<file path="src/hw/i3c_target_pkg.sv">
////////////////////////////////////////////////////////////////////////////
// Shared definitions for the I3C/I2C target side
// Bus constants, configuration word layout, bus line, bus condition
// and target configuration structs
////////////////////////////////////////////////////////////////////////////

package i3c_target_pkg;

  // Bus constants
  localparam int unsigned AddrWidth = 7;
  localparam int unsigned ByteWidth = 8;

  // I3C broadcast address, always acknowledged
  localparam logic [AddrWidth-1:0] BroadcastAddr = 7'h7E;

  // Configuration word layout
  localparam int unsigned CfgWidth = 32;
  localparam int unsigned CfgEnBit = 0;
  localparam int unsigned CfgStaAddrLsb = 8;
  localparam int unsigned CfgStaValidBit = 15;

  // Flops per bus line ahead of edge detection
  localparam int unsigned SyncStages = 2;

  // Synchronized SCL/SDA levels
  typedef struct packed {
    logic scl;
    logic sda;
  } bus_lines_t;

  // One-cycle bus condition pulses
  typedef struct packed {
    logic start;
    logic rstart;
    logic stop;
  } bus_cond_t;

  // Decoded target configuration
  typedef struct packed {
    logic                 enable;
    logic [AddrWidth-1:0] sta_addr;
    logic                 sta_addr_valid;
  } target_cfg_t;

endpackage

</file>
<file path="src/hw/addr_receiver.sv">
////////////////////////////////////////////////////////////////////////////
// Address receiver
// Captures the byte after each START, matches it against the static
// and broadcast addresses and drives the ACK on SDA
////////////////////////////////////////////////////////////////////////////

`timescale 1ns/1ps

module addr_receiver (
  input  logic                                 clk_i,
  input  logic                                 rst_i,
  input  i3c_target_pkg::target_cfg_t          cfg_i,
  input  i3c_target_pkg::bus_lines_t           lines_i,
  input  logic                                 scl_rise_i,
  input  i3c_target_pkg::bus_cond_t            cond_i,
  output logic                                 sda_o,
  output logic [i3c_target_pkg::ByteWidth-1:0] bus_addr_o,
  output logic                                 bus_addr_valid_o
);

  typedef enum logic [1:0] {
    StIdle,
    StShift,
    StAck,
    StWait
  } state_e;

  state_e state_q;
  logic [$clog2(i3c_target_pkg::ByteWidth)-1:0] cnt_q;
  logic [i3c_target_pkg::ByteWidth-2:0] shift_q;
  logic [i3c_target_pkg::ByteWidth-1:0] byte_next;
  logic [i3c_target_pkg::AddrWidth-1:0] addr_next;
  logic addr_match;
  logic ack_q;
  logic byte_done_q;
  logic scl_prev_q;
  logic scl_fall;
  logic last_bit;

  always_ff @(posedge clk_i) begin
    if (rst_i) begin
      scl_prev_q <= 1'b1;
    end else begin
      scl_prev_q <= lines_i.scl;
    end
  end

  assign scl_fall  = scl_prev_q & ~lines_i.scl;
  assign last_bit  = &cnt_q;
  assign byte_next = {shift_q, lines_i.sda};
  assign addr_next = byte_next[i3c_target_pkg::ByteWidth-1 -: i3c_target_pkg::AddrWidth];

  // Broadcast always, static address only when valid
  assign addr_match = (addr_next == i3c_target_pkg::BroadcastAddr) ||
                      (cfg_i.sta_addr_valid && (addr_next == cfg_i.sta_addr));

  // MSB first
  always_ff @(posedge clk_i) begin
    if (state_q == StShift && scl_rise_i) begin
      shift_q <= byte_next[i3c_target_pkg::ByteWidth-2:0];
      if (last_bit) begin
        bus_addr_o <= byte_next;
        ack_q      <= addr_match;
      end
    end
  end

  always_ff @(posedge clk_i) begin
    if (rst_i || !cfg_i.enable) begin
      state_q          <= StIdle;
      cnt_q            <= '0;
      sda_o            <= 1'b1;
      byte_done_q      <= 1'b0;
      bus_addr_valid_o <= 1'b0;
    end else begin
      byte_done_q      <= 1'b0;
      bus_addr_valid_o <= byte_done_q;
      if (cond_i.stop) begin
        state_q <= StIdle;
        sda_o   <= 1'b1;
      end else if (cond_i.start || cond_i.rstart) begin
        state_q <= StShift;
        cnt_q   <= '0;
        sda_o   <= 1'b1;
      end else begin
        unique case (state_q)
          StShift: begin
            if (scl_rise_i) begin
              // Counter wraps to zero after the eighth bit
              cnt_q <= cnt_q + 1'b1;
              if (last_bit) begin
                byte_done_q <= 1'b1;
                state_q     <= StAck;
              end
            end
          end
          StAck: begin
            if (scl_fall) begin
              if (cnt_q == '0) begin
                cnt_q <= cnt_q + 1'b1;
                sda_o <= ~ack_q;
              end else begin
                // End of ACK bit, release SDA
                sda_o   <= 1'b1;
                state_q <= StWait;
              end
            end
          end
          default: begin
          end
        endcase
      end
    end
  end

endmodule

</file>
<file path="src/hw/bus_monitor.sv">
////////////////////////////////////////////////////////////////////////////
// Bus monitor
// SCL/SDA synchronizers, SCL rise detection and
// START, repeated START and STOP detection
////////////////////////////////////////////////////////////////////////////

`timescale 1ns/1ps

module bus_monitor (
  input  logic                         clk_i,
  input  logic                         rst_i,
  input  logic                         scl_i,
  input  logic                         sda_i,
  input  i3c_target_pkg::target_cfg_t  cfg_i,
  output i3c_target_pkg::bus_lines_t   lines_o,
  output logic                         scl_rise_o,
  output i3c_target_pkg::bus_cond_t    cond_o
);

  logic [i3c_target_pkg::SyncStages-1:0] scl_sync;
  logic [i3c_target_pkg::SyncStages-1:0] sda_sync;
  logic scl_s;
  logic sda_s;
  logic scl_q;
  logic sda_q;
  logic start_det;
  logic stop_det;
  logic busy_q;

  assign scl_s = scl_sync[i3c_target_pkg::SyncStages-1];
  assign sda_s = sda_sync[i3c_target_pkg::SyncStages-1];

  // Idle bus is high on both lines
  always_ff @(posedge clk_i) begin
    if (rst_i) begin
      scl_sync <= '1;
      sda_sync <= '1;
      scl_q    <= 1'b1;
      sda_q    <= 1'b1;
    end else begin
      scl_sync <= {scl_sync[i3c_target_pkg::SyncStages-2:0], scl_i};
      sda_sync <= {sda_sync[i3c_target_pkg::SyncStages-2:0], sda_i};
      scl_q    <= scl_s;
      sda_q    <= sda_s;
    end
  end

  // SDA edges while SCL stays high
  assign start_det = scl_q & scl_s & sda_q & ~sda_s;
  assign stop_det  = scl_q & scl_s & ~sda_q & sda_s;

  always_ff @(posedge clk_i) begin
    if (rst_i || !cfg_i.enable) begin
      cond_o     <= '0;
      scl_rise_o <= 1'b0;
      busy_q     <= 1'b0;
    end else begin
      cond_o.start  <= start_det & ~busy_q;
      // No STOP since the last START
      cond_o.rstart <= start_det & busy_q;
      cond_o.stop   <= stop_det;
      scl_rise_o    <= scl_s & ~scl_q;
      if (start_det) begin
        busy_q <= 1'b1;
      end else if (stop_det) begin
        busy_q <= 1'b0;
      end
    end
  end

  // Aligned with the registered pulses
  assign lines_o.scl = scl_q;
  assign lines_o.sda = sda_q;

endmodule

</file>
<file path="src/hw/i3c_target.sv">
////////////////////////////////////////////////////////////////////////////
// I3C/I2C target top level
// Configuration register, bus monitor and address receiver
////////////////////////////////////////////////////////////////////////////

`timescale 1ns/1ps

module i3c_target (
  input  logic                                 clk_i,
  input  logic                                 rst_i,

  // Bus pins
  input  logic                                 scl_i,
  input  logic                                 sda_i,
  output logic                                 scl_o,
  output logic                                 sda_o,

  // Configuration write
  input  logic                                 cfg_we_i,
  input  logic [i3c_target_pkg::CfgWidth-1:0]  cfg_wdata_i,

  // Bus conditions and received address
  output logic                                 bus_start_o,
  output logic                                 bus_rstart_o,
  output logic                                 bus_stop_o,
  output logic [i3c_target_pkg::ByteWidth-1:0] bus_addr_o,
  output logic                                 bus_addr_valid_o
);

  i3c_target_pkg::target_cfg_t cfg;
  i3c_target_pkg::bus_lines_t  lines;
  i3c_target_pkg::bus_cond_t   cond;
  logic                        scl_rise;

  target_config xtarget_config (
    .clk_i      (clk_i),
    .rst_i      (rst_i),
    .cfg_we_i   (cfg_we_i),
    .cfg_wdata_i(cfg_wdata_i),
    .cfg_o      (cfg)
  );

  bus_monitor xbus_monitor (
    .clk_i     (clk_i),
    .rst_i     (rst_i),
    .scl_i     (scl_i),
    .sda_i     (sda_i),
    .cfg_i     (cfg),
    .lines_o   (lines),
    .scl_rise_o(scl_rise),
    .cond_o    (cond)
  );

  addr_receiver xaddr_receiver (
    .clk_i           (clk_i),
    .rst_i           (rst_i),
    .cfg_i           (cfg),
    .lines_i         (lines),
    .scl_rise_i      (scl_rise),
    .cond_i          (cond),
    .sda_o           (sda_o),
    .bus_addr_o      (bus_addr_o),
    .bus_addr_valid_o(bus_addr_valid_o)
  );

  // Target never stretches the clock
  assign scl_o = 1'b1;

  assign bus_start_o  = cond.start;
  assign bus_rstart_o = cond.rstart;
  assign bus_stop_o   = cond.stop;

endmodule

</file>
<file path="src/hw/target_config.sv">
////////////////////////////////////////////////////////////////////////////
// Target configuration register
// Word written by strobe, decoded into enable and static address fields
////////////////////////////////////////////////////////////////////////////

`timescale 1ns/1ps

module target_config (
  input  logic                                  clk_i,
  input  logic                                  rst_i,
  input  logic                                  cfg_we_i,
  input  logic [i3c_target_pkg::CfgWidth-1:0]   cfg_wdata_i,
  output i3c_target_pkg::target_cfg_t           cfg_o
);

  logic [i3c_target_pkg::CfgWidth-1:0] cfg_q;

  // Cleared word leaves the target disabled
  always_ff @(posedge clk_i) begin
    if (rst_i) begin
      cfg_q <= '0;
    end else if (cfg_we_i) begin
      cfg_q <= cfg_wdata_i;
    end
  end

  // Field decode
  assign cfg_o.enable = cfg_q[i3c_target_pkg::CfgEnBit];
  assign cfg_o.sta_addr =
      cfg_q[i3c_target_pkg::CfgStaAddrLsb +: i3c_target_pkg::AddrWidth];
  assign cfg_o.sta_addr_valid = cfg_q[i3c_target_pkg::CfgStaValidBit];

endmodule
</file>
<file path="config.mk">
export PLATFORM = sky130hd
export DESIGN_NAME = i3c_target
export DESIGN_NICKNAME = d
export VERILOG_FILES = /design/src/hw/i3c_target_pkg.sv /design/src/hw/addr_receiver.sv /design/src/hw/bus_monitor.sv /design/src/hw/i3c_target.sv /design/src/hw/target_config.sv
export SDC_FILE = /design/constraint.sdc
export NUM_CORES = 1
export LEC_CHECK = 0
export BUFFER_PORTS_ARGS = -buffer_cell sky130_fd_sc_hd__buf_2
export CORE_MARGIN = 5
export CORE_UTILIZATION = 54
export CTS_BUF_LIST = sky130_fd_sc_hd__clkbuf_16
export DETAILED_ROUTE_END_ITERATION = 12
export GPL_TIMING_DRIVEN = 0
export HOLD_SLACK_MARGIN = 0.1
export PLACE_DENSITY = 0.95
export SYNTH_ARGS = -nofsm -noshare
export SYNTH_HDL_FRONTEND = slang
export SYNTH_SLANG_ARGS = --single-unit
</file>
<file path="constraint.sdc">
create_clock -name clk_i -period 3.75 [get_ports clk_i]
set_input_delay 0.75 -clock clk_i [delete_from_list [all_inputs] [get_ports clk_i]]
set_output_delay 0.75 -clock clk_i [all_outputs]
set_load 0.01 [all_outputs]
</file>
==> results.cfg <==
[outcome]
status = completed

[floorplan]
start_util = 0.559
core-area_mm2 = 0.00305
ioPinCount = 51
rows = 20
fp.dieW_um = 66.2
die-area_mm2 = 0.00438
fp.dieH_um = 66.2

[yosys]
async_flop_share = 0
ys_seq_area_frac = 0.622
ys.flop_type = dfxtp_1
yosysTopAreaCellShare = 0.340
ys_ff_latch = 45
synth.avg_cell_area_um2 = 12.5
yosysUniqueCellTypes = 35
yosysTopAreaCell = dfxtp_1
synth_area_mm2 = 0.00171
syn_inst = 136
synthesis.nets = 176
yosysWarnings = 0
synth_area_leaders = dfxtp_1 34%, edfxtp_1 28%, mux2i_1 7.0%
synth_most_common_cell = dfxtp_1
synth_edf_count = 16
synth_common_cells = 29 x dfxtp_1, 16 x edfxtp_1, 12 x mux2i_1, 11 x nor2_1

[global_route]
grt_util_all_layers = 0.159
grt_pass1_wl_mm = 5.24
grt_pass1_vias = 1131
gr-total-overflow = 0
grt_max_degree = 15
antenna_found_initial = 0

[pwr]
ir_drop_mv = 0.324
powerDensity_mw_per_mm2 = 503
total_power_w = 0.00103
p_leak_nw = 0.817

[clock_tree]
post_cts_resized = 0
cts_root_buffer = clkbuf_16
htreeDepth = 2
clk_pin_slew_ns = 0.06
cts_tree = done
cts_sinks = 45
ctsHoldBuffers = 0
numCtsBuffers = 5
worstSkewPairLatency_ns = 0.28
cts_buffer_depth = 2
post_cts_buffers = 0

[timing]
finalMaxSlewViolations = 0
final.min_clock_period_ns = 1.67
hold_slack_ns = 0.415
worst_slack_ns = 2.08
fin_skew_ns = 0.00597
setup_viol_count_final = 0
setup_tns_ns = 0
rsz0062_at_grt = no
min_period_over_period = 0.446
max_freq_mhz = 598
hold_viol = 0

[worst_setup_path]
crit_path_end_kind = register
r2r_slack_ns = 2.08
worst_ep_arrival_time_ns = 1.61
worst-endpoint-required_ns = 3.69
cpMaxStageDelayCell = and3b_1
cp_max_fo = 10
crit_chain = and3b_1, and4_1
critPathLaunchType = register
path_class = register to register
critPathMaxStageDelay_ns = 0.50

[job]
drv_cap = 0

[drt]
vias = 1076
viasPerCell = 5.08
wl_met3_um = 161
antenna_left = 0
met1_length_mm = 1.25
routed-wl-met2_mm = 1.49
drt_pass1_iterations = 4
wl_per_cell_um = 13.8
top_layer = met4
drc = 0
drt_iter0_markers = 28
drt_wl_total_mm = 2.93

[layout]
finalInstanceArea_mm2 = 0.00205
drive_above_1_share = 0.262
antenna_cells = 0
syn2layout_area_growth_pct = 20.1
fin_nets = 207

[placement]
placed_area_mm2 = 0.00188
gp_congestion = 0.718
dp_hpwl_mm = 2.09
place_ws_ns = 2.06
port_buffers = 24

[min_path]
hold_class = register to register
-- routing by layer --
layer / vias up / track usage
met5: - / 0
met4: 0 / 0.0660
met3: 4 / 0.0578
met2: 34 / 0.266
met1: 501 / 0.181
li1: 537 / -
-- cell families after synthesis --
| kind of cell | after synthesis | share of synthesized area |
|---|---|---|
| multiplexers | 12 | 0.0704 |
| AND/OR/NAND/NOR | 50 | 0.175 |
| buffers and inverters | 8 | 0.0249 |
| AO/OA/AOI/OAI | 10 | 0.0477 |
| XOR/XNOR | 7 | 0.0359 |
| flip-flops | 45 | 0.622 |
| adder cells (fa/ha/maj) | 3 | 0.0220 |
| other | 1 | 0.00220 |
-- registers in the layout (all words and copies together) (netlist names) --
register,cells
xtarget_config.cfg_q,9
xaddr_receiver.bus_addr_o,8
xaddr_receiver.addr_next,7
xaddr_receiver.cnt_q,3
xbus_monitor.cond_o,3
xaddr_receiver.state_q,2
xbus_monitor.scl_sync,2
xbus_monitor.sda_sync,2
xaddr_receiver.ack_q,1
xaddr_receiver.bus_addr_valid_o,1
xaddr_receiver.byte_done_q,1
xaddr_receiver.scl_prev_q,1
xaddr_receiver.sda_o,1
xbus_monitor.busy_q,1
xbus_monitor.scl_q,1
xbus_monitor.scl_rise_o,1
xbus_monitor.sda_q,1
-- area by class of cell --
class	instances	area, um^2
timing repair buffer	24	120
buffer	4	27.5
clock buffer	5	125
fill	235	1000
clock inverter	3	42.5
sequential	45	1060
inverter	4	15.0
tap	44	55.1
multi-input combinational	83	603
-- metrics by stage --
stage,std cells,util
2_1_floorplan,136,-
3_3_place_gp,204,0.616
3_5_place_dp,204,0.616
4_1_cts,212,0.671
5_1_grt,212,0.671
6_report,212,0.671
-- critical path, delay by kind of cell, from the launching register on --
kind | cells | cell delay, ns
flip-flops | 1 | 0.34
AND/OR/NAND/NOR | 2 | 0.99
-- final timing paths --
path | to | start | depth (start not counted)
hold / removal | xbus_monitor.sda_sync[1] | xbus_monitor.sda_sync[0] | 1
setup reg to reg | xaddr_receiver.bus_addr_o[0] | xaddr_receiver.state_q[1] | 2
setup / recovery | xaddr_receiver.bus_addr_o[0] | xaddr_receiver.state_q[1] | 2
hold reg to reg | xbus_monitor.sda_sync[1] | xbus_monitor.sda_sync[0] | 1
-- report_power, final --
group / internal [W] / switching [W] / leakage [nW]
logic: 0.0000194 / 0.0000161 / 0.351
registers: 0.000511 / 0.00000686 / 0.380
clock network: 0.000312 / 0.000166 / 0.0852
total: 0.000843 / 0.000189 / 0.817
-- cell usage in the layout (no fill, tap or decap), types with 2 or more instances in the layout --
master and count:
nor2_1 11, and3_1 2, inv_1 5, nor2b_1 3, or2_2 7, xnor2_1 7
clkbuf_16 5, nor4_1 2, nand2_1 6, buf_2 25, nand2b_1 3, mux2i_1 12
and4_1 2, and2_1 2, o21ai_0 4, ha_1 3, edfxtp_1 16, nand3_1 4
nand4_1 2, dfxtp_1 29
No activity file was read; power rests on OpenSTA's default activity.
